<file path="src/design/vex_pkg.sv">
// shared definitions for the two-lane vector execute stage
//   data, product and write-control types
//   functional unit, ALU, min/max, SEW and operand source encodings
//   lane word union and the SEW-aware signed compare
`default_nettype none

package vex_pkg;

  typedef logic [31:0] word_t;
  typedef logic [63:0] product_t;
  typedef logic [4:0]  offset_t;
  typedef logic [1:0]  wen_t;

  // one lane word seen as a word, two halfwords or four bytes
  typedef union packed {
    word_t            w;
    logic [1:0][15:0] h;
    logic [3:0][7:0]  b;
  } elem_word_u;

  typedef enum logic {
    FU_ALU = 1'b0,
    FU_MUL = 1'b1
  } fu_t;

  // codes 3'b111 not used
  typedef enum logic [2:0] {
    VALU_ADD  = 3'd0,
    VALU_SUB  = 3'd1,
    VALU_AND  = 3'd2,
    VALU_OR   = 3'd3,
    VALU_XOR  = 3'd4,
    VALU_MM   = 3'd5,
    VALU_PASS = 3'd6
  } aluop_t;

  typedef enum logic [1:0] {
    MIN  = 2'd0,
    MINU = 2'd1,
    MAX  = 2'd2,
    MAXU = 2'd3
  } minmax_t;

  typedef enum logic [1:0] {
    SEW8  = 2'd0,
    SEW16 = 2'd1,
    SEW32 = 2'd2
  } sew_t;

  typedef enum logic [1:0] {
    SRC_V    = 2'd0,
    SRC_I    = 2'd1,
    SRC_X    = 2'd2,
    SRC_NONE = 2'd3
  } src_t;

  // easy to spot in a waveform
  localparam word_t BAD_REDUCTION = 32'hbad0_bad0;

  // signed x < y, taken on the low element of width sew
  function automatic logic sew_signed_lt(word_t x, word_t y, sew_t sew);
    elem_word_u xu;
    elem_word_u yu;
    logic       lt;
    xu = x;
    yu = y;
    case (sew)
      SEW8:    lt = $signed(xu.b[0]) < $signed(yu.b[0]);
      SEW16:   lt = $signed(xu.h[0]) < $signed(yu.h[0]);
      default: lt = $signed(xu.w) < $signed(yu.w);
    endcase
    return lt;
  endfunction

endpackage

`default_nettype wire

</file>
<file path="src/design/reduction_combiner.sv">
// reduction combiner
//   joins the two lane results for reduction instructions
//   min/max follows the same SEW rule as the lanes
`timescale 1ns/10ps
`default_nettype none

module reduction_combiner (
  input  vex_pkg::word_t   r0,
  input  vex_pkg::word_t   r1,
  input  vex_pkg::aluop_t  aluop,
  input  vex_pkg::minmax_t minmax,
  input  vex_pkg::sew_t    sew,
  output vex_pkg::word_t   combined
);

  import vex_pkg::*;

  logic  r1_lt_r0_s;
  logic  r0_lt_r1_s;
  word_t mm_result;

  assign r1_lt_r0_s = sew_signed_lt(r1, r0, sew);
  assign r0_lt_r1_s = sew_signed_lt(r0, r1, sew);

  // equal results keep r0
  always_comb begin
    case (minmax)
      MIN:     mm_result = r1_lt_r0_s ? r1 : r0;
      MINU:    mm_result = (r1 < r0) ? r1 : r0;
      MAX:     mm_result = r0_lt_r1_s ? r1 : r0;
      default: mm_result = (r0 < r1) ? r1 : r0;
    endcase
  end

  always_comb begin
    case (aluop)
      VALU_ADD: combined = r0 + r1;
      VALU_AND: combined = r0 & r1;
      VALU_OR:  combined = r0 | r1;
      VALU_XOR: combined = r0 ^ r1;
      VALU_MM:  combined = mm_result;
      // sub, pass and spare codes have no reduction form
      default:  combined = BAD_REDUCTION;
    endcase
  end

endmodule

`default_nettype wire

</file>
<file path="config.mk">
export PLATFORM = sky130hd
export DESIGN_NAME = reduction_combiner
export DESIGN_NICKNAME = d
export VERILOG_FILES = /design/src/design/vex_pkg.sv /design/src/design/reduction_combiner.sv
export SDC_FILE = /design/constraint.sdc
export NUM_CORES = 1
export LEC_CHECK = 0
export BUFFER_PORTS_ARGS = -buffer_cell sky130_fd_sc_hd__buf_4
export CORE_AREA = 5 5 105 146
export DETAILED_ROUTE_END_ITERATION = 7
export DIE_AREA = 0 0 110 151
export PLACE_DENSITY = 0.61
export SYNTH_ARGS = -nofsm -noshare
export SYNTH_HDL_FRONTEND = slang
export SYNTH_SLANG_ARGS = --single-unit
</file>
<file path="constraint.sdc">
create_clock -name vclk -period 3.6
set_input_delay 0 -clock vclk [all_inputs]
set_output_delay 0 -clock vclk [all_outputs]
set_load 0.05 [all_outputs]
</file>
# [After elaboration in Yosys (flattened, before gate mapping)]
# Cells that the tools add are included.
[totals] in_bits=71 regBits=0
[op_classes] mux=8 addsub=1 n_bitwise=3 reduce_logical=3 magnitude_cmp=8 eq_ne=7
[op_table] cell="one-hot mux 32 bit (5 select lines)" n=1
[op_table] cell="< comparator 32 bit" n=4
[op_table] cell="two-way mux 32 bit" n=4
[op_table] cell="one-hot mux 32 bit (3 select lines)" n=1
[op_table] cell="adder 32 bit" n=1
[op_table] cell="AND 32 bit" n=1
[op_table] cell="< comparator 16 bit" n=2
[op_table] cell="bitwise OR 32 bit" n=1
[op_table] cell="bitwise XOR 32 bit" n=1
[op_table] cell="< comparator 8 bit" n=2
[op_table] cell="equality test 3 x 2 -> 1 bit, second input constant" n=2
[op_table] cell="equality test 3 bit, second input constant" n=2
[op_table] cell="equality test 2 x 1 -> 1 bit, second input constant" n=2
[op_table] cell="zero test 2 bit" n=2
[op_table] cell="one-hot mux 1 bit (2 select lines)" n=2
[op_table] cell="zero test 3 bit" n=1
[op_table] cell="equality test 2 bit, second input constant" n=1

# [Depth between registers and ports, before layout]
[depth] ltp_word=5 mapped_depth=14 mapped_depth_nobuf=12

# [Least setup slack after synthesis]
# No wires, ideal clock.
[synth_timing] kind="input-to-output" startpoint="input port r0[7]" endpoint="output port combined[0]" stages=14 slack_ps=192 arrival_time_ps=3408 required_ps=3600 cell_sequence="inv_1 > ha_1 > buf_6 > or4_4 > nor4b_4 > nor2_1 > a31oi_1 > o211a_1 > a31oi_2 > o211ai_4 > nand2_8 > buf_6 > mux2i_1 > o21ai_0"
[synth_via] elab_chain_cells=5 word_cells_on_any_way=16
[synth_rtl] element="from (decl)" line="reduction_combiner.sv:8" rtl="input vex_pkg::word_t r0,"
[synth_rtl] element="< comparator 32 bit (tied with other cells)" line="vex_pkg.sv:70" rtl="default: lt = $signed(xu.w) < $signed(yu.w);"
[synth_rtl] element="one-hot mux 1 bit (2 select lines)" line="vex_pkg.sv:67" rtl="case (sew)"
[synth_rtl] element="two-way mux 32 bit (on tied branches)" line="reduction_combiner.sv:30, reduction_combiner.sv:28"
[synth_rtl] element="one-hot mux 32 bit (3 select lines) *" line="reduction_combiner.sv:27" rtl="case (minmax)"
[synth_rtl] element="one-hot mux 32 bit (5 select lines) *" line="reduction_combiner.sv:36" rtl="case (aluop)"
[synth_rtl] element="to (decl)" line="reduction_combiner.sv:13" rtl="output vex_pkg::word_t combined"
# Mark *: on every way between the ends. The rest lies on a longest branch, timed or not.

# [Final worst setup path]
[layout_timing] startpoint="input port r0[30]" endpoint="output port combined[15]"
[layout_via] elab_chain_cells=5 word_cells_on_any_way=12
[layout_rtl] element="< comparator 32 bit" line="vex_pkg.sv:70"
[layout_rtl] element="one-hot mux 1 bit (2 select lines)" line="vex_pkg.sv:67"
[layout_rtl] element="two-way mux 32 bit (on tied branches)" line="reduction_combiner.sv:30, reduction_combiner.sv:28"
[layout_rtl] element="one-hot mux 32 bit (3 select lines) *" line="reduction_combiner.sv:27"
[layout_rtl] element="one-hot mux 32 bit (5 select lines) *" line="reduction_combiner.sv:36"
# Marks and branches as above.

==> flow_summary_export.csv <==
group,metric,value,unit
final_layout,stdcell_area,6360,um2
yosys,ys_top_cells_by_count,"ha_1 (128), a21oi_1 (94), inv_1 (83)",
setup_path,cp_max_fo,46,
detailed_routing,via_per_inst,5.79,
timing,slew_violations,0,
power,intPower,408,uW
grt,grt-ovfl-total,0,
detailed_routing,wl,18.8,mm
power,power_frac_clock,0,%
yosys,synth.area.top_cells,"ha_1 (30%), a21oi_1 (8.7%), inv_1 (5.7%)",
yosys,synthesis.area,5420,um2
final_layout,area_growth,17.3,%
setup_path,cp-end-kind,"output pin",
floorplan,die-area,16600,um2
hold_path,hold_start,"r1[26]",
power,p_leak,3.15,nW
place,portBuffers,103,
place,placed_area,6360,um2
timing,finalHoldViolCount,0,
clocking,cts_setup_buffers,0,
grt,grt_usage,22.0,%
floorplan,die_height,151,um
setup_path,cp-start-kind,"input port",
setup_path,crit_start,"r0[30]",
floorplan,initial_core_util,39.1,%
grt,grt_pass1_vias,5807,
detailed_routing,dr.pass1.iters,5,
timing,rsz0062_at_grt,"no",
hold_path,min_path_type,"input port to output pin",
detailed_routing,drc_errors,0,
power,p_per_area,175,nW/um2
clocking,hold_buffers,0,
yosys,synth_area_leader_cell,"ha_1",
detailed_routing,drt_iter0_drc,276,
floorplan,ios,103,
floorplan,die_w,110,um
timing,tightest_slew,0.852,ns
place,place_congestion,0.908,
timing,period_share,95.3,%
power,ir_worst_vdd,0.0755,mV
timing,setup_tns,0,ns
hold_path,min_to,"combined[26]",
clocking,cts-resized-gates,0,
yosys,netlist_instances,765,
final_layout,flops_and_latches,0,
power,seq_power_share,0,%
timing,setup_viol,0,
place,place_hpwl,14.6,mm
yosys,ys_warn_count,0,
grt,grt_pass1_wl,29.5,mm
floorplan,row_count,51,
power,combPwrFrac,100.0,%
floorplan,core-area,13800,um2
grt,grt_max_degree,50,
grt,antenna_found_initial,0,
detailed_routing,vias,5928,
yosys,synth.most_common_cell,"ha_1",
detailed_routing,final_antenna_net_count,0,
yosys,seq_area_frac_synth,0,%
power,power.switching,702,uW
final_layout,regArea,0,um2
setup_path,crit_arrival,3.43,ns
yosys,avgSynthCellArea,7.09,um2
final_layout,fillers,1492,
final_layout,nClkBuffers,0,
timing,finalWorstPathRequiredPeriod,3.43,ns
final_layout,layout.nets,1040,
yosys,syn_nets,965,
final_layout,multiInputGateArea,4900,um2
detailed_routing,wl_per_cell,18.4,um
yosys,synth_cell_types,72,
timing,fmax,292,MHz
flow_run,cap_violations,0,
hold_path,hold-path-cell-count,3,
timing,slew_headroom,43.1,%
setup_path,crit_type,"input port to output pin",
power,power_switching_share,63.2,%
setup_path,required,3.60,ns
yosys,synth_top_area_share,29.5,%
final_layout,n_antenna_cell,0,
final_layout,drive_above_1_share,18.9,%
status,outcome,"complete, no violations",
[power groups by stage]
stage	clock network [mW]	logic, mW	registers [mW]
floorplan	0	0.766	0
global placement	0	1.10	0
detailed placement	0	1.10	0
CTS	0	1.11	0
global route	0	1.20	0
finish	0	1.11	0
[worst max-delay path: stages]
cell      delay, ns
buf_4          0.13
inv_1          0.15
ha_1           0.36
or4_1          0.61
a211oi_1       0.24
nor4_1         0.08
buf_4          0.14
o21a_1         0.16
a21oi_1        0.29
o21ai_2        0.15
nand2_8        0.38
mux2i_1        0.27
o221ai_1       0.19
buf_4          0.26
[cell families (layout without fill, tap and decap cells)]
family	after synthesis	in the layout	synth area share [%]
xor+xnor	14	14	2.26
compound gates	278	278	37.2
fa+ha+maj	129	129	29.9
simple gates	194	194	17.7
buf+inv	133	206	9.79
mux	17	17	3.14
[worst max-delay path by stage]
stage / cells past startpoint / to / slack, ns
2_1_floorplan: 14 / combined[0] / 0.19
3_3_place_gp: 14 / combined[15] / 0.13
3_5_place_dp: 14 / combined[15] / 0.15
4_1_cts: 14 / combined[15] / 0.16
5_1_grt: 14 / combined[15] / 0.02
6_report: 14 / combined[15] / 0.17
[through the flow]
step | hold slack, ns | setup slack, ns | util (%) | std cells | power (mW)
floorplan | 0.286 | 0.192 | - | 765 | 0.766
global placement | 0.424 | 0.127 | 45.9 | 1023 | 1.10
detailed placement | 0.426 | 0.154 | 45.9 | 1023 | 1.10
CTS | 0.429 | 0.156 | 45.9 | 1023 | 1.11
global route | 0.451 | 0.0240 | 45.9 | 1023 | 1.20
finish | 0.422 | 0.170 | 45.9 | 1023 | 1.11
[area by class of cell]
| cell class | count | share of cell area [%] |
|---|---|---|
| multi-input cells | 632 | 77.0 |
| well taps | 185 | 3.64 |
| repair buffers | 122 | 14.4 |
| inverters | 84 | 4.96 |
[placed cells by master (no fill, tap or decap), drive strengths merged, types with 4 or more instances in the layout]
master and n:
inv 84, nor2 49, xnor2 10, nand2 49
a21oi 94, nor4 6, nand3 32, a31o 5
o311ai 13, a222oi 9, nor2b 15, buf 122
o21ai 38, o221ai 11, a221o 4, o31ai 4
a211oi 6, nand3b 4, nand2b 5, a31oi 7
mux2i 17, o31a 4, o211ai 18, a21o 22
and3 7, o21bai 6, ha 128, xor2 4
nor3 13, o21a 5, or3 4
[routing by layer]
| layer | wire length [um] | global-route usage, % | share of wire, % |
|---|---|---|---|
| met1 | 7540 | 26.4 | 40 |
| met2 | 9750 | 41.4 | 52 |
| met3 | 892 | 0.938 | 4.7 |
| met4 | 641 | 6.61 | 3.4 |
| met5 | 0 | 0 | 0 |
Note: power is estimated with default switching activity, not from simulation.
