--- src/design/vex_pkg.sv ---
// shared definitions for the two-lane vector execute stage
//   data, product and write-control types
//   functional unit, ALU, min/max, SEW and operand source encodings
//   lane word union and the SEW-aware signed compare
`default_nettype none

package vex_pkg;

  typedef logic [31:0] word_t;
  typedef logic [63:0] product_t;
  typedef logic [4:0]  offset_t;
  typedef logic [1:0]  wen_t;

  // one lane word seen as a word, two halfwords or four bytes
  typedef union packed {
    word_t            w;
    logic [1:0][15:0] h;
    logic [3:0][7:0]  b;
  } elem_word_u;

  typedef enum logic {
    FU_ALU = 1'b0,
    FU_MUL = 1'b1
  } fu_t;

  // codes 3'b111 not used
  typedef enum logic [2:0] {
    VALU_ADD  = 3'd0,
    VALU_SUB  = 3'd1,
    VALU_AND  = 3'd2,
    VALU_OR   = 3'd3,
    VALU_XOR  = 3'd4,
    VALU_MM   = 3'd5,
    VALU_PASS = 3'd6
  } aluop_t;

  typedef enum logic [1:0] {
    MIN  = 2'd0,
    MINU = 2'd1,
    MAX  = 2'd2,
    MAXU = 2'd3
  } minmax_t;

  typedef enum logic [1:0] {
    SEW8  = 2'd0,
    SEW16 = 2'd1,
    SEW32 = 2'd2
  } sew_t;

  typedef enum logic [1:0] {
    SRC_V    = 2'd0,
    SRC_I    = 2'd1,
    SRC_X    = 2'd2,
    SRC_NONE = 2'd3
  } src_t;

  // easy to spot in a waveform
  localparam word_t BAD_REDUCTION = 32'hbad0_bad0;

  // signed x < y, taken on the low element of width sew
  function automatic logic sew_signed_lt(word_t x, word_t y, sew_t sew);
    elem_word_u xu;
    elem_word_u yu;
    logic       lt;
    xu = x;
    yu = y;
    case (sew)
      SEW8:    lt = $signed(xu.b[0]) < $signed(yu.b[0]);
      SEW16:   lt = $signed(xu.h[0]) < $signed(yu.h[0]);
      default: lt = $signed(xu.w) < $signed(yu.w);
    endcase
    return lt;
  endfunction

endpackage

`default_nettype wire

--- src/design/latency_timer.sv ---
// latency timer for the multiply sequencer
//   loadable down-counter, flags the last cycle of a programmed latency
`timescale 1ns/10ps
`default_nettype none

module latency_timer #(
  parameter int MUL_STAGES = 3
) (
  input  logic CLK,
  input  logic nRST,
  input  logic load,
  input  logic clear,
  output logic expired
);

  localparam int CNT_W = $clog2(MUL_STAGES + 1);

  logic [CNT_W-1:0] count;

  always_ff @(posedge CLK, negedge nRST) begin
    if (!nRST) begin
      count <= '0;
    end else if (clear) begin
      count <= '0;
    end else if (load) begin
      count <= CNT_W'(MUL_STAGES);
    end else if (count != '0) begin
      count <= count - 1'b1;
    end
  end

  // count hits zero at the next edge
  assign expired = (count == CNT_W'(1));

endmodule

`default_nettype wire

--- src/design/mul_sequencer.sv ---
// multiply sequencer
//   two-state FSM, one multiply in flight at a time
//   holds the write enables and offsets until the product is ready
//   busy toward hazard control, done pulse toward the result latch
`timescale 1ns/10ps
`default_nettype none

module mul_sequencer #(
  parameter int MUL_STAGES = 3
) (
  input  logic             CLK,
  input  logic             nRST,
  input  logic             start_mul,
  input  logic             flush,
  input  vex_pkg::wen_t    wen_in,
  input  vex_pkg::offset_t woffset0_in,
  input  vex_pkg::offset_t woffset1_in,
  output logic             mul_start,
  output logic             busy,
  output logic             mul_done,
  output vex_pkg::wen_t    wen_hold,
  output vex_pkg::offset_t woffset0_hold,
  output vex_pkg::offset_t woffset1_hold
);

  typedef enum logic {
    IDLE = 1'b0,
    BUSY = 1'b1
  } state_t;

  state_t state, next_state;
  logic   expired;

  // flush beats a new multiply
  assign mul_start = (state == IDLE) & start_mul & ~flush;
  assign busy      = (state == BUSY);

  latency_timer #(
    .MUL_STAGES(MUL_STAGES)
  ) u_timer (
    .CLK     (CLK),
    .nRST    (nRST),
    .load    (mul_start),
    .clear   (flush),
    .expired (expired)
  );

  always_comb begin
    next_state = state;
    if (flush) begin
      next_state = IDLE;
    end else if (state == IDLE && start_mul) begin
      next_state = BUSY;
    end else if (state == BUSY && expired) begin
      next_state = IDLE;
    end
  end

  always_ff @(posedge CLK, negedge nRST) begin
    if (!nRST) begin
      state    <= IDLE;
      mul_done <= 1'b0;
    end else begin
      state    <= next_state;
      // product lands one cycle after the last busy cycle
      mul_done <= ~flush & (state == BUSY) & expired;
    end
  end

  always_ff @(posedge CLK, negedge nRST) begin
    if (!nRST) begin
      wen_hold      <= '0;
      woffset0_hold <= '0;
      woffset1_hold <= '0;
    end else if (mul_start) begin
      wen_hold      <= wen_in;
      woffset0_hold <= woffset0_in;
      woffset1_hold <= woffset1_in;
    end
  end

endmodule

`default_nettype wire

--- config.mk ---
export PLATFORM = sky130hd
export DESIGN_NAME = mul_sequencer
export DESIGN_NICKNAME = d
export VERILOG_FILES = /design/src/design/vex_pkg.sv /design/src/design/latency_timer.sv /design/src/design/mul_sequencer.sv
export SDC_FILE = /design/constraint.sdc
export NUM_CORES = 1
export LEC_CHECK = 0
export ABC_AREA = 0
export BUFFER_PORTS_ARGS = -buffer_cell sky130_fd_sc_hd__buf_2
export CORE_UTILIZATION = 45
export DETAILED_ROUTE_END_ITERATION = 10
export PLACE_DENSITY = 0.88
export SYNTH_ARGS = -nofsm -noshare
export SYNTH_HDL_FRONTEND = slang
export SYNTH_SLANG_ARGS = --single-unit
export TNS_END_PERCENT = 30
--- constraint.sdc ---
create_clock -name CLK -period 3 [get_ports CLK]
set_input_delay 0.3 -clock CLK [delete_from_list [all_inputs] [get_ports CLK]]
set_output_delay 0.3 -clock CLK [all_outputs]
set_load 0.01 [all_outputs]
=== After elaboration in Yosys (flattened, before gate mapping) ===
Index checks and enable logic that the tools add are counted.

* Register bits after elaboration: 16
* Input bits: 16
* Output and inout port bits: 15
* Logic and storage cells: 25

* Add/subtract/negate cells: 1
* Equality and inequality tests: 1
* Mux-type cells: 6
* Bitwise operators: 6
* Reductions and logical operators: 5

{| class="wikitable"
|+ Operator list
! operator !! count
|-
| 2-bit 2-to-1 mux || 3
|-
| 3-bit nonzero test || 2
|-
| 1-bit AND || 4
|-
| 1-bit 2-to-1 mux || 3
|-
| 2-bit by 1-bit == test with 1-bit output (second input constant) || 1
|-
| 1-bit logical AND || 2
|-
| 1-bit inverter || 2
|-
| 2-bit nonzero test || 1
|-
| 2-bit by 1-bit subtractor with 2-bit output (second input constant) || 1
|}

=== Depth between registers and ports, before layout ===
* Word-level depth: 5
* Mapped depth: 4

=== Cells and area by module ===
A second synthesis with hierarchy kept.

* Cell total of the unflattened synthesis: 43
* Area, all modules: 661.9 um2

{| class="wikitable"
|+ Modules (own cells, without submodules)
! module !! times used !! cells an instance !! area each (um2)
|-
| mul_sequencer || 1 || 32 || 543.0
|-
| latency_timer || 1 || 11 || 118.9
|}

=== Least setup slack after synthesis ===
Ideal clock, no wire load.

* Kind: reg-to-reg
* Start: register state (netlist: busy)
* End: register wen_hold[1]
* Arrival time: 1.168 ns
* Data required time: 2.875 ns
* Setup slack: 1.707 ns
* Cell stages (with the launch flop): 5
* Period minus slack after synthesis: 1.293 ns
* Cells stage by stage: dfrtp_1 nand2b_4 nor2_4 buf_12 mux2_4

* Cells in the longest elaborated chain, start to end: 3

{| class="wikitable"
|+ Ends and longest elaborated chain
! what !! line !! text
|-
| start, declared || mul_sequencer.sv:31 || <nowiki>state_t state, next_state;</nowiki>
|-
| start signal, assigned || mul_sequencer.sv:64 || <nowiki>state <= next_state;</nowiki>
|-
| 1-bit inverter || mul_sequencer.sv:35 || <nowiki>assign mul_start = (state == IDLE) & start_mul & ~flush;</nowiki>
|-
| 1-bit AND (2 in a row) || mul_sequencer.sv:35 ||
|-
| via mul_start || mul_sequencer.sv:18 || <nowiki>output logic mul_start,</nowiki>
|-
| end signal, assigned || mul_sequencer.sv:76 || <nowiki>wen_hold <= wen_in;</nowiki>
|-
| end, declared || mul_sequencer.sv:21 || <nowiki>output vex_pkg::wen_t wen_hold,</nowiki>
|}

The timed path passes the listed nets, and every way through them passes these cells.
A chain may end at the register's enable or synchronous reset.

=== Worst setup path in the final report ===
* Start: register state (netlist: busy)
* End: output port mul_start

* Cells in the longest elaborated chain, start to end: 3

{| class="wikitable"
|+ Ends and longest elaborated chain
! what !! line
|-
| 1-bit inverter || mul_sequencer.sv:35
|-
| 1-bit AND (2 in a row) || mul_sequencer.sv:35
|-
| end, declared || mul_sequencer.sv:18
|}

Every way passes these cells.

==> results.txt <==
Initial DRC Count: 6
initial core utilization: 0.5101
critical path launch point: busy
global-route wire length before repair: 1.800 mm
worst setup path class: reg2out
commonest non-fill, non-tap cells in the layout: 30 x buf_2, 16 x dfrtp_1, 9 x mux2_4, 4 x mux2_2
Post-Synth Simple-Gate Area: 0.05745
Synth Cell Area: 696.9 µm²
fin. max-slew vios: 0
RSZ-0062 raised after global routing: false
Min Clock Period, post-route: 1.745 ns
syn nets: 61
fraction of power spent switching nets: 0.2771
Boundary Pins: 31
setup violators final: 0
DIE WIDTH: 41.36 µm
Clock Latency Late Sink: 0.27 ns
portion of netlist area occupied by mux cells: 0.2585
drt drc: 0
complex-gate fraction of the synthesized area: 0.02154
r2r startpoint: busy
Vias/cell: 4.637
PwrDens: 618.0 nW/µm²
vias: 422
GPL Wtd Cong: 0.7397
clock slew seen by the registers of the worst setup and hold paths: 0.09 ns
Pre-Repair DR Iteration Count: 4
Hold Vio Cnt, Final: 0
top cells by area, synth: dfrtp_1 57%, mux2_4 19%, mux2_2 6.5%
CTS tree: yes
number of global-route vias before repair: 374
Post-Synth Adder-Cell Area: 0.03591
commonest non-fill, non-tap cell in the layout: buf_2
Synth top area share: 0.5745
Max Cap Violations: 0
clock share of power: 0.198
final worst-path cycle share: 0.5816
Pleak: 0.4602 nW
Area Growth Syn to Fin: 26.03%
Routed Antenna Nets: 0
share of layout cells above drive strength 1: 0.6316
Synth Area in XOR/XNOR: 0.01257
final core utilization: 0.6429
combinational family with the most area after synthesis: multiplexers
root buf cell: clkbuf_4
worst-path fanout max: 13
Max transition margin: 0.7049
#FFs+latches synth: 16
antenna cells: 0
total track usage: 0.1727
Total Wirelength: 1.215 mm
CTS buffer count: 3
crit end category: output port
nets: 96
# port buffers: 30
CTS sink cnt: 16
largest net degree at the start of global routing: 17
total die area: 1710 µm²
Internal: 0.0003924 W
post-synth top area cell: dfrtp_1
antenna violations before repair: 0
Core Rows: 13
outcome: finished, final reports clean
Critical Path RT: 2.70 ns
worst path arrival time: 1.44 ns
Worst Hold Class: in2reg
Yosys cell types: 13
FMAX: 573.2 MHz
drt wl/cell: 13.35 µm
Yosys Warn Count: 0
Comb power frac: 0.289
sequential share of the synthesized area: 0.5745
Setup Skew: 0.003316 ns
sequential power share: 0.513
Detailed Place HPWL: 942.4 µm
Mean Syn Cell Area: 16.21 µm²
gr ovfl total: 0
core area: 1366 µm²
Max VDD drop: 0.3798 mV
CTS resizes: 0
worst hold start: woffset0_in[4]
Cells after Synth: 43
CP startpoint kind: flop
# H-tree levels: 1
Switching Power: 0.0001504 W
post-route setup TNS: 0 ns
Bufs on Longest Clock Path: 2
die height: 41.36 µm
actual slew at the worst max-slew pin: 0.4416 ns
==> routing by layer <==
layer / up-vias / track usage / wire length [µm]
met1: 192 / 0.2465 / 545
met4: 0 / 0.07258 / 18
met3: 2 / 0.04787 / 73
met5: - / 0 / 0
met2: 15 / 0.2461 / 577
li1: 213 / - / -
==> cells in the mapped netlist <==
cell	count
a21oi_1	3
buf_12	1
dfrtp_1	16
ha_1	2
inv_1	2
mux2_2	4
mux2_4	9
nand2_1	1
nand2b_4	1
nor2_1	1
nor2_4	1
or2b_1	1
xor2_1	1
==> flip-flops by register name, summed over array words and instances (netlist names) <==
signal and count:
woffset1_hold 5, woffset0_hold 5, u_timer.count 2, wen_hold 2
busy 1, mul_done 1
==> critical path, stage by stage, from the launching register on <==
cell and delay (ns):
dfrtp_1 0.42, nand2b_4 0.18, nor2_4 0.36, buf_2 0.22
==> logic make-up (layout without fill, tap and decap cells) <==
family,Yosys count,after routing
DFF,16,16
xor gates and xnor gates,1,1
adders and majority gates,2,2
buffers and inverters,3,36
and+or+nand+nor,5,5
muxes,13,13
AOI/OAI and AO/OA,3,3
==> power groups by stage <==
stage               sequential [W]  combinational, W  clock, W
floorplan                 0.000297         0.0000829         0
global placement          0.000280          0.000154         0
detailed placement        0.000283          0.000157         0
CTS                       0.000278          0.000159  0.000111
global route              0.000283          0.000175  0.000118
finish                    0.000278          0.000157  0.000108
==> layout make-up <==
| type | instances | area (µm²) |
|---|---|---|
| Timing Repair Buffer | 31 | 160.2 |
| Fill cell | 116 | 488.0 |
| Clock buffer | 3 | 22.52 |
| Sequential cell | 16 | 400.4 |
| Multi-Input combinational cell | 24 | 269.0 |
| Inverter | 2 | 7.507 |
| Tap cell | 15 | 18.77 |
==> per-stage QoR <==
step	power [W]	hold WS [ns]	instance area [µm²]	setup WS, ns	instances
6_report	0.0005428	0.2470	878.3	1.255	91
5_1_grt	0.0005765	0.2396	878.3	1.172	91
4_1_cts	0.0005481	0.2431	878.3	1.241	91
3_5_place_dp	0.0004401	0.2233	845.8	1.546	87
3_3_place_gp	0.0004337	0.2202	845.8	1.594	87
2_1_floorplan	0.0003802	0.004409	696.9	1.707	43
==> what timing repair did <==
item | in CTS | in global routing
buffers inserted | 0 | 0
endpoints found under the hold margin | 16 | 0
hold buffers | 1 | 0
==> final timing paths <==
check | endpoint | cells past startpoint | slack (ns)
max | mul_start | 3 | 1.26
min | woffset0_hold[4] | 2 | 0.25
max reg2reg | wen_hold[0] | 3 | 1.55
min reg2reg | woffset1_hold[1] | 1 | 0.51
max in group asynchronous | woffset0_hold[0] | 2 | 2.29
min in group asynchronous | u_timer.count[0] | 2 | 0.46
(Power assumes the default switching activity.)
