**config.mk**
```make
export PLATFORM = sky130hd
export DESIGN_NAME = lane_multiplier
export DESIGN_NICKNAME = d
export VERILOG_FILES = /design/src/design/vex_pkg.sv /design/src/design/lane_multiplier.sv
export SDC_FILE = /design/constraint.sdc
export NUM_CORES = 2
export LEC_CHECK = 0
export BUFFER_PORTS_ARGS = -buffer_cell sky130_fd_sc_hd__buf_4
export CAP_MARGIN = 20
export CORE_MARGIN = 3
export CORE_UTILIZATION = 30
export DETAILED_ROUTE_END_ITERATION = 12
export GPL_TIMING_DRIVEN = 1
export PLACE_DENSITY = 0.44
export SYNTH_ARGS = -nofsm -noshare
export SYNTH_HDL_FRONTEND = slang
export SYNTH_SLANG_ARGS = --single-unit
```
**constraint.sdc**
```tcl
create_clock -name CLK -period 11 [get_ports CLK]
set_input_delay 0.55 -clock CLK [delete_from_list [all_inputs] [get_ports CLK]]
set_output_delay 0.55 -clock CLK [all_outputs]
set_load 0.01 [all_outputs]
```
**src/design/vex_pkg.sv**
```systemverilog
// shared definitions for the two-lane vector execute stage
//   data, product and write-control types
//   functional unit, ALU, min/max, SEW and operand source encodings
//   lane word union and the SEW-aware signed compare
`default_nettype none

package vex_pkg;

  typedef logic [31:0] word_t;
  typedef logic [63:0] product_t;
  typedef logic [4:0]  offset_t;
  typedef logic [1:0]  wen_t;

  // one lane word seen as a word, two halfwords or four bytes
  typedef union packed {
    word_t            w;
    logic [1:0][15:0] h;
    logic [3:0][7:0]  b;
  } elem_word_u;

  typedef enum logic {
    FU_ALU = 1'b0,
    FU_MUL = 1'b1
  } fu_t;

  // codes 3'b111 not used
  typedef enum logic [2:0] {
    VALU_ADD  = 3'd0,
    VALU_SUB  = 3'd1,
    VALU_AND  = 3'd2,
    VALU_OR   = 3'd3,
    VALU_XOR  = 3'd4,
    VALU_MM   = 3'd5,
    VALU_PASS = 3'd6
  } aluop_t;

  typedef enum logic [1:0] {
    MIN  = 2'd0,
    MINU = 2'd1,
    MAX  = 2'd2,
    MAXU = 2'd3
  } minmax_t;

  typedef enum logic [1:0] {
    SEW8  = 2'd0,
    SEW16 = 2'd1,
    SEW32 = 2'd2
  } sew_t;

  typedef enum logic [1:0] {
    SRC_V    = 2'd0,
    SRC_I    = 2'd1,
    SRC_X    = 2'd2,
    SRC_NONE = 2'd3
  } src_t;

  // easy to spot in a waveform
  localparam word_t BAD_REDUCTION = 32'hbad0_bad0;

  // signed x < y, taken on the low element of width sew
  function automatic logic sew_signed_lt(word_t x, word_t y, sew_t sew);
    elem_word_u xu;
    elem_word_u yu;
    logic       lt;
    xu = x;
    yu = y;
    case (sew)
      SEW8:    lt = $signed(xu.b[0]) < $signed(yu.b[0]);
      SEW16:   lt = $signed(xu.h[0]) < $signed(yu.h[0]);
      default: lt = $signed(xu.w) < $signed(yu.w);
    endcase
    return lt;
  endfunction

endpackage

`default_nettype wire

```
**src/design/lane_multiplier.sv**
```systemverilog
// pipelined 32x32 lane multiplier
//   operands, signedness and half select captured on start
//   product carried through MUL_STAGES register stages
//   high or low half chosen after the last stage
`timescale 1ns/10ps
`default_nettype none

module lane_multiplier #(
  parameter int MUL_STAGES = 3
) (
  input  logic           CLK,
  input  logic           nRST,
  input  logic           mul_start,
  input  vex_pkg::word_t a,
  input  vex_pkg::word_t b,
  input  logic           mul_signed,
  input  logic           mul_high,
  output vex_pkg::word_t product_half
);

  import vex_pkg::*;

  word_t                   a_r;
  word_t                   b_r;
  logic                    signed_r;
  logic                    high_r;
  logic signed [32:0]      a_ext;
  logic signed [32:0]      b_ext;
  logic signed [65:0]      full_prod;
  product_t                pipe [MUL_STAGES];
  logic [MUL_STAGES-1:0]   high_pipe;

  always_ff @(posedge CLK) begin
    if (mul_start) begin
      a_r      <= a;
      b_r      <= b;
      signed_r <= mul_signed;
      high_r   <= mul_high;
    end
  end

  // one extra bit so a single signed multiply covers both forms
  assign a_ext     = {signed_r & a_r[31], a_r};
  assign b_ext     = {signed_r & b_r[31], b_r};
  assign full_prod = a_ext * b_ext;

  always_ff @(posedge CLK, negedge nRST) begin
    if (!nRST) begin
      for (int i = 0; i < MUL_STAGES; i++) begin
        pipe[i] <= '0;
      end
      high_pipe <= '0;
    end else begin
      pipe[0]      <= full_prod[63:0];
      high_pipe[0] <= high_r;
      for (int i = 1; i < MUL_STAGES; i++) begin
        pipe[i]      <= pipe[i-1];
        high_pipe[i] <= high_pipe[i-1];
      end
    end
  end

  assign product_half = high_pipe[MUL_STAGES-1] ? pipe[MUL_STAGES-1][63:32]
                                                : pipe[MUL_STAGES-1][31:0];

endmodule

`default_nettype wire

```
### Word level (Yosys, flattened, before mapping)

Cells that the tools add are included.

| word-level totals | value |
|---|---|
| register bits after elaboration | 261 |
| latch bits | 0 |
| RAM bits | 0 |
| ROM bits | 0 |
| input bits | 69 |
| output and inout port bits | 32 |
| logic and storage cells | 12 |
| memories | 0 |

| cells by class | value |
|---|---|
| $add $sub $neg | 0 |
| $mul | 1 |
| divide/modulo/power cells | 0 |
| magnitude comparators | 0 |
| equal/unequal tests | 0 |
| shifts and indexed selects | 0 |
| muxes and demuxes | 1 |
| bitwise logic cells | 2 |
| reduce and logical (&&, ||, !) cells | 0 |

Operators by type and width:

| kind | count |
|---|---|
| $mul A33 B33 Y64 | 1 |
| $mux W32 | 1 |
| $and A1 B1 Y1 | 2 |

### Longest topological paths before layout

| depth | value |
|---|---|
| depth after elaboration | 2 |
| mapped depth | 29 |
| gate-level depth less buffers | 27 |

### Worst setup path after synthesis

OpenSTA, ideal clock, no wires.

| timing | value |
|---|---|
| path type | flip-flop to flip-flop |
| from | register signed_r |
| to | register pipe[184] (netlist name) |
| setup time | 69 ps |
| arrival | 7896 ps |
| data required time | 10931 ps |
| slack | 3036 ps |
| cell stages (with the launch flop) | 27 |
| buffers on the path | 3 |
| clock period less this slack | 7964 ps |
| path through | edfxtp_1 clkbuf_1 clkbuf_1 and3_1 fa_1 fa_1 fa_1 inv_1 fa_1 inv_1 fa_1 fa_1 inv_1 fa_1 fa_1 inv_1 ha_1 clkbuf_1 a21oi_1 o211ai_1 a221oi_1 o21ai_0 a21oi_1 a21boi_4 o21ai_2 or4_1 nand3_1 |

| between the ends | value |
|---|---|
| word-level cells in the longest chain between the ends | 2 |
| elaborated cells between the ends (all ways) | 3 |
| those cells by class | mul: 1; bitwise: 2 |

RTL lines:

| item | RTL line | text |
|---|---|---|
| start: declaration | lane_multiplier.sv:25 | `logic signed_r;` |
| start signal: assignment | lane_multiplier.sv:37 | `signed_r <= mul_signed;` |
| $and A1 B1 Y1 (on tied branches) | lane_multiplier.sv:43, lane_multiplier.sv:44 |  |
| $mul A33 B33 Y64 * | lane_multiplier.sv:45 | `assign full_prod = a_ext * b_ext;` |
| via full_prod[56] | lane_multiplier.sv:29 | `logic signed [65:0] full_prod;` |
| end signal: indexed assignment | lane_multiplier.sv:57 | `pipe[i] <= pipe[i-1];` |
| end: declaration | lane_multiplier.sv:30 | `product_t pipe [MUL_STAGES];` |

The timed path passes the listed nets; every way through them passes the cells marked *.
A chain may end at the register's enable or synchronous reset.

### Worst setup path in the final report

| timing | value |
|---|---|
| from | register b_r[0] |
| to | register pipe[189] (netlist name) |

| between the ends | value |
|---|---|
| word-level cells in the longest chain between the ends | 1 |

RTL lines:

| item | RTL line | text |
|---|---|---|
| start: declaration | lane_multiplier.sv:24 | `word_t b_r;` |
| start signal: assignment | lane_multiplier.sv:36 | `b_r <= b;` |
| $mul A33 B33 Y64 | lane_multiplier.sv:45 |  |
| via full_prod[61] | lane_multiplier.sv:29 |  |

The timed path passes the listed nets, and every way through them passes these cells.

==> results.sh <==
export IMPL_die_x_um=394
export IMPL_slew_violations=0
export IMPL_async_reset_ff_share_pct=74.7
export IMPL_synth_edf_count=66
export IMPL_cts_buffers=34
export IMPL_slew_headroom_pct=28.7
export IMPL_area_delta_synth_final_pct=9.51
export IMPL_yosys_area_top_type="fa_1"
export IMPL_critPathKind="flip-flop to flip-flop"
export IMPL_rr_worst_depth=23
export IMPL_clk_pin_slew_ns=0.07
export IMPL_wl_met1_mm=60.5
export IMPL_fin_crit_ns=8.91
export IMPL_drive_gt1_share_pct=6.57
export IMPL_place_area_mm2=0.0482
export IMPL_finalCritPeriodShare_pct=81.0
export IMPL_met3WireLength_mm=4.80
export IMPL_wl_met2_mm=70.0
export IMPL_place_ws_ns=2.04
export IMPL_portBuffers=100
export IMPL_dp_hpwl_mm=113
export IMPL_rsz0062_at_grt="no"
export IMPL_clk_latency_ns=0.62
export IMPL_routed_wl_mm=139
export IMPL_synth_distinct_cells=66
export IMPL_post_cts_setup_buffer_count=0
export IMPL_synth_top_area_share_pct=49.9
export IMPL_maxUsedRoutingLayer="met4"
export IMPL_wl_per_cell_um=21.3
export IMPL_gr_total_overflow=0
export IMPL_drc=0
export IMPL_syn_nets=5885
export IMPL_status="finished, final reports clean"
export IMPL_h_tree_depth=2
export IMPL_globalplace_congestion=0.859
export IMPL_grt_pass1_wl_mm=214
export IMPL_ctsHoldBuffers=0
export IMPL_start_util_pct=30.4
export IMPL_start_kind="flip-flop"
export IMPL_crit_family="adder cells"
export IMPL_slowest_delay_ns=1.05
export IMPL_fp_row_count=141
export IMPL_final_cell_area_mm2=0.0495
export IMPL_grt_pass1_vias=32600
export IMPL_root_buffer="clkbuf_16"
export IMPL_die_h_um=394
export IMPL_skew_ns=0.0467
export IMPL_core_mm2=0.149
export IMPL_drv_cap=0
export IMPL_mostFrequentLayoutCell="fa_1"
export IMPL_slowest_stage="edfxtp_1"
export IMPL_firstDrtPassIters=5
export IMPL_worstPathMaxFanout=33
export IMPL_tritoncts="built"
export IMPL_cp_required_ns=11.50
export IMPL_vias=29500
export IMPL_via_per_inst=4.53
export IMPL_crit_buf_inv=5
export IMPL_cp_arrival_ns=9.42
export IMPL_synth_seq_cells=261
export IMPL_finalSetupViolations=0
export IMPL_end_kind="flip-flop"
export IMPL_setup_tns_ns=0
export IMPL_grt_antenna_before_repair=21
export IMPL_syn_instance_count=4479
export IMPL_synth_warnings=0
export IMPL_r2r_slack_ns=2.09
export IMPL_hold_viol=0
export IMPL_yosysSeqAreaShare_pct=15.2
export IMPL_grt_max_degree=116
export IMPL_nets=5886
export IMPL_cts_path_max_buffers=3
export IMPL_fin_ws_ns=2.09
export IMPL_crit_top_cell="fa_1"
export IMPL_path_cells="nand2_1 -> inv_1 -> fa_1 -> fa_1 -> fa_1 -> inv_1 -> fa_1 -> inv_1 -> fa_1 -> fa_1 -> inv_1 -> fa_1 -> fa_1 -> inv_1 -> ha_1 -> and3_1 -> nand2_1 -> nor2_1 -> nand4_1 -> a2bb2oi_1 -> a31oi_1 -> a221oi_2 -> xnor2_1"
export IMPL_tightestPinTransition_ns=1.07
export IMPL_max_freq_mhz=112
export IMPL_first_iter_violations=1596
export IMPL_synth_area_mm2=0.0452
export IMPL_dieArea_mm2=0.155
export IMPL_ant_nets=0
export IMPL_syn_area_per_cell_um2=10.1
export IMPL_whs_ns=0.0798
export IMPL_cts_resized_gates=0
export IMPL_hp_class="primary input to async pin"
export IMPL_final_cell_mix="fa_1 (1,125), inv_1 (1,097), nand2_1 (745)"
export IMPL_ys_flop_type="dfrtp_1"
export IMPL_cts_sinks=261
export IMPL_cp_depth=23
export IMPL_grt_use_total_pct=18.3
export IMPL_pin_count=101
export IMPL_synthTopCellsByArea="fa_1 (50%), dfrtp_1 (11%), inv_1 (9.1%)"
==> flip-flops by register name, summed over array words and instances, names as in the netlist <==
| name | cells |
|---|---|
| a_r | 32 |
| b_r | 32 |
| high_pipe | 3 |
| high_r | 1 |
| pipe | 192 |
| signed_r | 1 |
==> logic make-up (layout without fill, tap and decap cells) <==
group / Yosys count / after routing / synth area share, %
AO/OA/AOI/OAI: 209 / 209 / 2.99
XOR/XNOR: 76 / 76 / 1.47
adder cells (fa/ha/maj): 1337 / 1337 / 55.7
buffers and inverters: 1319 / 1345 / 11.0
flip-flops: 261 / 261 / 15.2
multiplexers: 32 / 32 / 0.798
other: 0 / 5 / 0
AND/OR/NAND/NOR: 1245 / 1245 / 12.8
==> area by class of cell <==
cell class	count	area (um^2)
Inverter	1097	4120
Sequential cell	261	6860
Tap cell	2002	2500
Antenna cell	5	12.5
Fill cell	15400	99100
Multi-Input combinational cell	2899	33300
Clock buffer	42	901
Clock inverter	19	297
Timing Repair Buffer	187	1430
==> cell usage after synthesis (all sizes together), types with 2 or more instances <==
| master | count |
|---|---|
| a21o | 13 |
| a221oi | 3 |
| o22ai | 4 |
| a41oi | 3 |
| nand4 | 10 |
| a211oi | 5 |
| or3 | 2 |
| and2 | 359 |
| o21ai | 41 |
| buf | 10 |
| xnor2 | 60 |
| and3 | 26 |
| a21oi | 78 |
| o21a | 11 |
| xor2 | 16 |
| a31oi | 8 |
| ha | 212 |
| o2111ai | 2 |
| fa | 1125 |
| a41o | 2 |
| inv | 1097 |
| a21boi | 4 |
| or2 | 9 |
| a32oi | 2 |
| nor3 | 6 |
| dfrtp | 195 |
| nor2 | 59 |
| edfxtp | 66 |
| a311oi | 2 |
| o211ai | 8 |
| or4 | 2 |
| nand2b | 4 |
| o31ai | 4 |
| a211o | 2 |
| clkbuf | 212 |
| nor2b | 11 |
| nand3 | 9 |
| mux2 | 32 |
| o21bai | 8 |
| nand2 | 745 |
==> stage by stage <==
| step | util [%] | instances |
|---|---|---|
| after floorplan | - | 4479 |
| after global placement | 32.5 | 6445 |
| after detailed placement | 32.5 | 6445 |
| after CTS | 33.3 | 6506 |
| after global routing | 33.3 | 6507 |
| final | 33.3 | 6512 |
==> per-layer routing <==
metal	global-route usage, %	vias up
met5	0	-
met1	24.8	15900
met4	4.61	0
met3	1.64	116
met2	31.7	609
li1	-	12900
==> final timing paths <==
path                             end       from
setup / recovery           pipe[189]     b_r[0]
hold / removal              pipe[45]       nRST
setup reg to reg           pipe[189]     b_r[0]
hold reg to reg             pipe[96]  pipe[160]
max in group asynchronous  pipe[188]       nRST
min in group CLK              a_r[0]       a[0]
Power is not shown: default switching activity piles up to over one toggle a cycle in this logic, so the estimate is an artifact.
