**config.mk**
```make
export PLATFORM = sky130hd
export DESIGN_NAME = vector_lane
export DESIGN_NICKNAME = d
export VERILOG_FILES = /design/src/design/vex_pkg.sv /design/src/design/vector_lane.sv
export SDC_FILE = /design/constraint.sdc
export NUM_CORES = 1
export LEC_CHECK = 0
export BUFFER_PORTS_ARGS = -buffer_cell sky130_fd_sc_hd__buf_2
export CAP_MARGIN = 10
export CORE_MARGIN = 1.5
export CORE_UTILIZATION = 37
export DETAILED_ROUTE_END_ITERATION = 10
export SETUP_SLACK_MARGIN = 0.3
export SYNTH_ARGS = -nofsm -noshare
export SYNTH_HDL_FRONTEND = slang
export SYNTH_SLANG_ARGS = --single-unit
```
**constraint.sdc**
```tcl
create_clock -name vclk -period 8.11
set_input_delay 1.622 -clock vclk [all_inputs]
set_output_delay 1.622 -clock vclk [all_outputs]
set_load 0.005 [all_outputs]
```
**src/design/vex_pkg.sv**
```systemverilog
// shared definitions for the two-lane vector execute stage
//   data, product and write-control types
//   functional unit, ALU, min/max, SEW and operand source encodings
//   lane word union and the SEW-aware signed compare
`default_nettype none

package vex_pkg;

  typedef logic [31:0] word_t;
  typedef logic [63:0] product_t;
  typedef logic [4:0]  offset_t;
  typedef logic [1:0]  wen_t;

  // one lane word seen as a word, two halfwords or four bytes
  typedef union packed {
    word_t            w;
    logic [1:0][15:0] h;
    logic [3:0][7:0]  b;
  } elem_word_u;

  typedef enum logic {
    FU_ALU = 1'b0,
    FU_MUL = 1'b1
  } fu_t;

  // codes 3'b111 not used
  typedef enum logic [2:0] {
    VALU_ADD  = 3'd0,
    VALU_SUB  = 3'd1,
    VALU_AND  = 3'd2,
    VALU_OR   = 3'd3,
    VALU_XOR  = 3'd4,
    VALU_MM   = 3'd5,
    VALU_PASS = 3'd6
  } aluop_t;

  typedef enum logic [1:0] {
    MIN  = 2'd0,
    MINU = 2'd1,
    MAX  = 2'd2,
    MAXU = 2'd3
  } minmax_t;

  typedef enum logic [1:0] {
    SEW8  = 2'd0,
    SEW16 = 2'd1,
    SEW32 = 2'd2
  } sew_t;

  typedef enum logic [1:0] {
    SRC_V    = 2'd0,
    SRC_I    = 2'd1,
    SRC_X    = 2'd2,
    SRC_NONE = 2'd3
  } src_t;

  // easy to spot in a waveform
  localparam word_t BAD_REDUCTION = 32'hbad0_bad0;

  // signed x < y, taken on the low element of width sew
  function automatic logic sew_signed_lt(word_t x, word_t y, sew_t sew);
    elem_word_u xu;
    elem_word_u yu;
    logic       lt;
    xu = x;
    yu = y;
    case (sew)
      SEW8:    lt = $signed(xu.b[0]) < $signed(yu.b[0]);
      SEW16:   lt = $signed(xu.h[0]) < $signed(yu.h[0]);
      default: lt = $signed(xu.w) < $signed(yu.w);
    endcase
    return lt;
  endfunction

endpackage

`default_nettype wire

```
**src/design/vector_lane.sv**
```systemverilog
// one vector lane
//   operand source select for both ALU ports
//   ALU with add, sub, logic ops, pass and min/max
//   SEW-aware signed compare for min/max
`timescale 1ns/10ps
`default_nettype none

module vector_lane (
  input  vex_pkg::src_t    rs1_src,
  input  vex_pkg::src_t    rs2_src,
  input  vex_pkg::word_t   vs1,
  input  vex_pkg::word_t   vs2,
  input  vex_pkg::word_t   xs1,
  input  vex_pkg::word_t   xs2,
  input  vex_pkg::word_t   imm,
  input  vex_pkg::aluop_t  aluop,
  input  vex_pkg::minmax_t minmax,
  input  vex_pkg::sew_t    sew,
  output vex_pkg::word_t   opa,
  output vex_pkg::word_t   opb,
  output vex_pkg::word_t   alu_result
);

  import vex_pkg::*;

  logic  a_lt_b_s;
  logic  b_lt_a_s;
  logic  a_lt_b_u;
  logic  b_lt_a_u;
  word_t mm_result;

  always_comb begin
    case (rs1_src)
      SRC_V:   opa = vs1;
      SRC_I:   opa = imm;
      SRC_X:   opa = xs1;
      default: opa = '0;
    endcase
  end

  always_comb begin
    case (rs2_src)
      SRC_V:   opb = vs2;
      SRC_I:   opb = imm;
      SRC_X:   opb = xs2;
      default: opb = '0;
    endcase
  end

  // signed forms only look at the low element
  assign a_lt_b_s = sew_signed_lt(opa, opb, sew);
  assign b_lt_a_s = sew_signed_lt(opb, opa, sew);
  assign a_lt_b_u = opa < opb;
  assign b_lt_a_u = opb < opa;

  // whole word selected, ties go to operand a
  always_comb begin
    case (minmax)
      MIN:     mm_result = b_lt_a_s ? opb : opa;
      MINU:    mm_result = b_lt_a_u ? opb : opa;
      MAX:     mm_result = a_lt_b_s ? opb : opa;
      default: mm_result = a_lt_b_u ? opb : opa;
    endcase
  end

  always_comb begin
    case (aluop)
      VALU_ADD:  alu_result = opa + opb;
      // vs2 side is the minuend
      VALU_SUB:  alu_result = opb - opa;
      VALU_AND:  alu_result = opa & opb;
      VALU_OR:   alu_result = opa | opb;
      VALU_XOR:  alu_result = opa ^ opb;
      VALU_MM:   alu_result = mm_result;
      VALU_PASS: alu_result = opb;
      default:   alu_result = '0;
    endcase
  end

endmodule

`default_nettype wire

```
* Yosys cells after proc, flatten, opt, wreduce, memory -nomap -nowiden
Index checks and enable logic that the tools add are counted.
** Word-level totals
- Register bits :: 0
- Bits in latches :: 0
- RAM bits :: 0
- Memory bits (read-only) :: 0
- Output and inout port bits :: 96
- Word-level logic and storage cells :: 41
- Memories :: 0
** Operators by class
- Add/sub/neg operators :: 2
- Multipliers :: 0
- Div/mod/pow operators :: 0
- $lt $le $gt $ge :: 8
- Equality and inequality tests :: 13
- Shifts and indexed selects :: 0
- Multiplexer cells :: 10
- Bitwise gates (word level) :: 3
- Reductions and logical operators :: 5
** Operators by type and width (number)
- case mux 32 bit (3 select lines) :: 3
- case mux 32 bit (7 select lines) :: 1
- less-than comparator 32 bit :: 4
- two-way mux 32 bit :: 4
- adder 32 bit :: 1
- AND 32 bit :: 1
- less-than comparator 16 bit :: 2
- bitwise OR 32 bit :: 1
- subtractor 32 bit :: 1
- XOR 32 bit :: 1
- less-than comparator 8 bit :: 2
- == test 3 bit (second input constant) :: 3
- == test 2 x 1 -> 1 bit (second input constant) :: 4
- zero test 2 bit :: 4
- == test 2 bit (second input constant) :: 3
- == test 3 x 2 -> 1 bit (second input constant) :: 2
- case mux 1 bit (2 select lines) :: 2
- == test 3 x 1 -> 1 bit (second input constant) :: 1
- zero test 3 bit :: 1

* Depth between registers and ports, before layout
- Word-level depth :: 7
- Depth in mapped cells :: 21
- Depth with buffers taken out :: 16

* Worst setup path after synthesis
Ideal clock, no wire load.
- Path kind :: input-to-output
- Start point :: in rs1_src[1]
- End point :: out alu_result[26]
- Data arrival time :: 6.308 ns
- Setup slack :: 0.180 ns
- Stages :: 19
- Cell sequence :: clkbuf_1 > buf_1 > buf_1 > mux2i_1 > nor2_1 > a21oi_1 > inv_1 > ha_1 > buf_6 > or4_4 > a211o_1 > o2111a_2 > a21boi_0 > o21ai_1 > a31o_2 > o311ai_0 > o21ai_1 > xnor2_1 > a221o_1
** On the way
- Longest elaborated chain between the ends :: 7
** RTL lines
- from (decl) :: line vector_lane.sv:9 : input vex_pkg::src_t rs1_src,
- == test 2 bit, or another cell as far along :: line vector_lane.sv:33 : case (rs1_src)
- case mux 32 bit (3 select lines) (*) :: line vector_lane.sv:33
- via opa[13] :: line vector_lane.sv:19 : output vex_pkg::word_t opa,
- less-than comparator 32 bit or less-than comparator 16 bit (tied branches) :: line vex_pkg.sv:70, vex_pkg.sv:69
- case mux 1 bit (2 select lines) :: line vex_pkg.sv:67 : case (sew)
- two-way mux 32 bit, on equally long branches :: line vector_lane.sv:61, vector_lane.sv:59
- case mux 32 bit (3 select lines) :: line vector_lane.sv:58 : case (minmax)
- case mux 32 bit (7 select lines) (*) :: line vector_lane.sv:67 : case (aluop)
- to (decl) :: line vector_lane.sv:21 : output vex_pkg::word_t alu_result
Mark *: on every way through the listed nets, which the timed path passes. The rest lies on a longest branch.

* Worst setup path after layout
- Start point :: in rs1_src[1]
- End point :: out alu_result[2]
** On the way
- Longest elaborated chain between the ends :: 7
** RTL lines
- == test 2 bit, or another cell as far along :: line vector_lane.sv:33
- case mux 32 bit (3 select lines) (*) :: line vector_lane.sv:33
- less-than comparator 32 bit, or another cell as far along :: line vex_pkg.sv:70 : default: lt = $signed(xu.w) < $signed(yu.w);
- case mux 1 bit (2 select lines) :: line vex_pkg.sv:67
- two-way mux 32 bit, on equally long branches :: line vector_lane.sv:61, vector_lane.sv:59
- case mux 32 bit (3 select lines) :: line vector_lane.sv:58
- case mux 32 bit (7 select lines) (*) :: line vector_lane.sv:67
Mark *: on every way between the ends. The rest lies on a longest branch, timed or not.

==> results.md <==
- The slew of the pin with the lowest slew margin is 1.20 ns.
- Across the whole layout, storage elements account for 0 sq um.
- Counting both buffers and inverters, the worst setup path holds a total of 5.
- The number of iterations in the first detailed-routing pass is 5.
- The max-slew violation count is 0.
- The flow ran to the end, and the final reports show no timing, DRC or antenna violations.
- Summing every instance area after synthesis gives 8200 sq um.
- Routability-driven placement finished with a final weighted congestion of 1.00.
- Synthesis produced a netlist with a net count of 1576.
- The number of global-route vias before repair is 10200.
- The count of antenna diodes in the layout is 0.
- The floorplan step defined a die boundary enclosing 23100 sq um.
- STA classifies the critical path startpoint as a primary input.
- Once placement completed, the tool counted placed cells totaling 1820.
- The static leakage is 5.31 nW.
- The number of nets with antenna violations after routing is 0.
- After synthesis, the netlist uses 82 different library cells.
- The overall via count from detail_route is 10800.
- For this run, the register share of the synthesized area comes to 0.
- The remaining routing DRC violations is 0.
- For this run, the number of standard cells in the final layout without fillers is 1821.
- The final layout contains a sequential cell count of 0.
- The final cycle utilization of the critical path is 0.937.
- The power consumption is 0.00103 W.
- For this run, global-route usage on met3 was measured as 0.0294.
- The fraction of layout cells with a size suffix above 1 is 0.255.
- The multi-input combinational cells in the finished layout cover a total of 7560 sq um.
- The cell class contributing the biggest share of worst-path delay is compound AO/OA/AOI/OAI gates.
- The cell row count is 54.
- The hold buffer count at CTS is 0.
- For this configuration, the core starts out at a cell density of 0.377.
- After legalization and detailed placement, the total HPWL measured 30900 um.
- The initial antenna violation count is 0.
- The global-route track usage on met2 is 0.548.
- The maximum ir drop on the vdd rail is 46.5 uV.
- After clock tree synthesis, the setup repair step added 0 buffers.
- The first global-routing pass estimated 59200 um of wire.
- The share of the synthesized area in the top cell type is 0.195.
- The worst setup path is captured at a primary output.
- At the worst endpoint, the arrival time is 5.98 ns.
- The routed design has 39100 um of wire.
- After routing, the total negative slack on setup checks comes to 0 ns.
- The class of the tightest hold or removal check is in2out.
- The routed design could run at a clock period as short as 7.60 ns.
- Measured along the y axis, the die boundary spans 152 um.
- In the global route stage, met1 resource usage came out at 0.414.
- The critical path's largest stage delay is 0.49 ns.
- The total grt overflow is 0.
- The gate count of the mapped netlist is 1275.
- The area inside the core boundary is 21800 sq um.
- The layer flagged by global routing as most heavily used is met2.
- The average wire length per cell after detail routing is 21.5 um.
- The maximum achievable frequency is 132 MHz.
- The library cells used most frequently in the layout, excluding fill and tap cells, are buf_2 (265), nor2_1 (153), a21oi_1 (136).
- Ranked by total cell area, the synthesized netlist is headed by ha_1 (20%), mux2i_1 (9.2%), a21oi_1 (8.7%).
- The number of filler cells placed in the layout is 2370.
- Setup repair after global routing could not meet its margin everywhere.
- The count of final hold-check violations is 0.
- Buffers placed on the I/O ports in this run total 267.
- The final setup violation count is 0.
- The cell type with the largest total area after synthesis is ha_1.
- Walking the worst path, the cells encountered are clkbuf_4 -> buf_12 -> mux2i_1 -> nor2_1 -> a21oi_1 -> inv_1 -> ha_1 -> nor2b_1 -> o21ai_0 -> o2111ai_1 -> a21o_1 -> or4_1 -> o32ai_1 -> o32a_1 -> buf_12 -> mux2i_1 -> a21oi_1 -> o21ai_1 -> buf_2.
- The worst setup path is of the in2out kind.
- In the finished layout, the clock tree contains a buffer count of 0.
- The relative slew slack is 0.198.
- In the global route stage, overall resource usage came out at 0.319.
- Across the run, the number of max-cap violations was 0.
- The cell with the largest stage delay on the worst path is ha_1.
- Using the TritonRoute via totals, the vias-per-cell ratio works out to 5.95.
- The power density normalized to cell area is 99.8 nW/um^2.
- The area growth from synthesis to layout is 26.4%.
- The number of ports placed on the die boundary is 267.
- Measured along the x axis, the die boundary spans 152 um.
- The library cell used most frequently in the layout, excluding fill and tap cells, is buf_2.
- The pin count of the biggest net entering global routing is 47.
- The required time of the worst setup path is 6.49 ns.
- A synthesized cell averages 6.43 sq um.
- The final layout contains 1844 nets.
- The starting DRC count in detailed routing is 991.
- The warning count from the yosys run is 0.
- Of all nets on the critical path, the largest fanout is 16.
==> power by group <==
group	switching [W]	internal, W	total (W)
clock network	0	0	0
registers	0	0	0
logic	0.000619	0.000415	0.00103
total	0.000619	0.000415	0.00103
==> path summary, 6_finish.rpt <==
check	startpoint	end	slack (ns)	cells after the start
max	rs1_src[1]	alu_result[2]	0.51	19
min	imm[1]	opb[1]	3.64	3
==> metal layers <==
layer / up-vias / wire, um
met1: 5108 / 16700
met4: 0 / 1560
met5: - / 0
met3: 70 / 2670
met2: 532 / 18100
li1: 5119 / -
==> what timing repair did <==
| action | CTS | global route |
|---|---|---|
| endpoints found under the setup margin | 4 | 31 |
| gates cloned | 0 | 1 |
| gates resized for setup | 1 | 23 |
==> cell families (layout without fill, tap and decap cells) <==
logic type,after synthesis,in the layout,share of synthesized area
adder cells (fa/ha/maj),130,130,0.200
XOR/XNOR,30,30,0.0321
AO/OA/AOI/OAI,460,460,0.361
AND/OR/NAND/NOR,390,390,0.220
buffers and inverters,188,454,0.0905
multiplexers,77,77,0.0957
==> final cells by class <==
type                       instances  area share
inverter                         106      0.0384
multi-input combinational       1087       0.729
tap                              280      0.0338
timing repair buffer             348       0.198
==> cell usage after synthesis, drive strengths merged, types with 23 or more instances <==
cell type  number
a21o           27
a21oi         143
a31oi          23
buf            25
clkbuf         57
ha            128
inv           104
mux2i          75
nand2         108
nor2          153
nor2b          23
o211ai         25
o21ai          94
o22ai          24
xnor2          23
==> metrics by stage <==
| stage | hold WS [ns] | area, sq um | worst slack (ns) | util |
|---|---|---|---|---|
| after global routing | 3.65 | 10400 | 0.261 | 0.476 |
| after detailed placement | 3.62 | 10200 | 0.261 | 0.471 |
| after global placement | 3.62 | 10200 | 0.329 | 0.471 |
| final | 3.64 | 10400 | 0.508 | 0.476 |
| after floorplan | 3.39 | 8200 | 0.302 | - |
| after CTS | 3.62 | 10200 | 0.319 | 0.471 |
(Power assumes the default switching activity.)
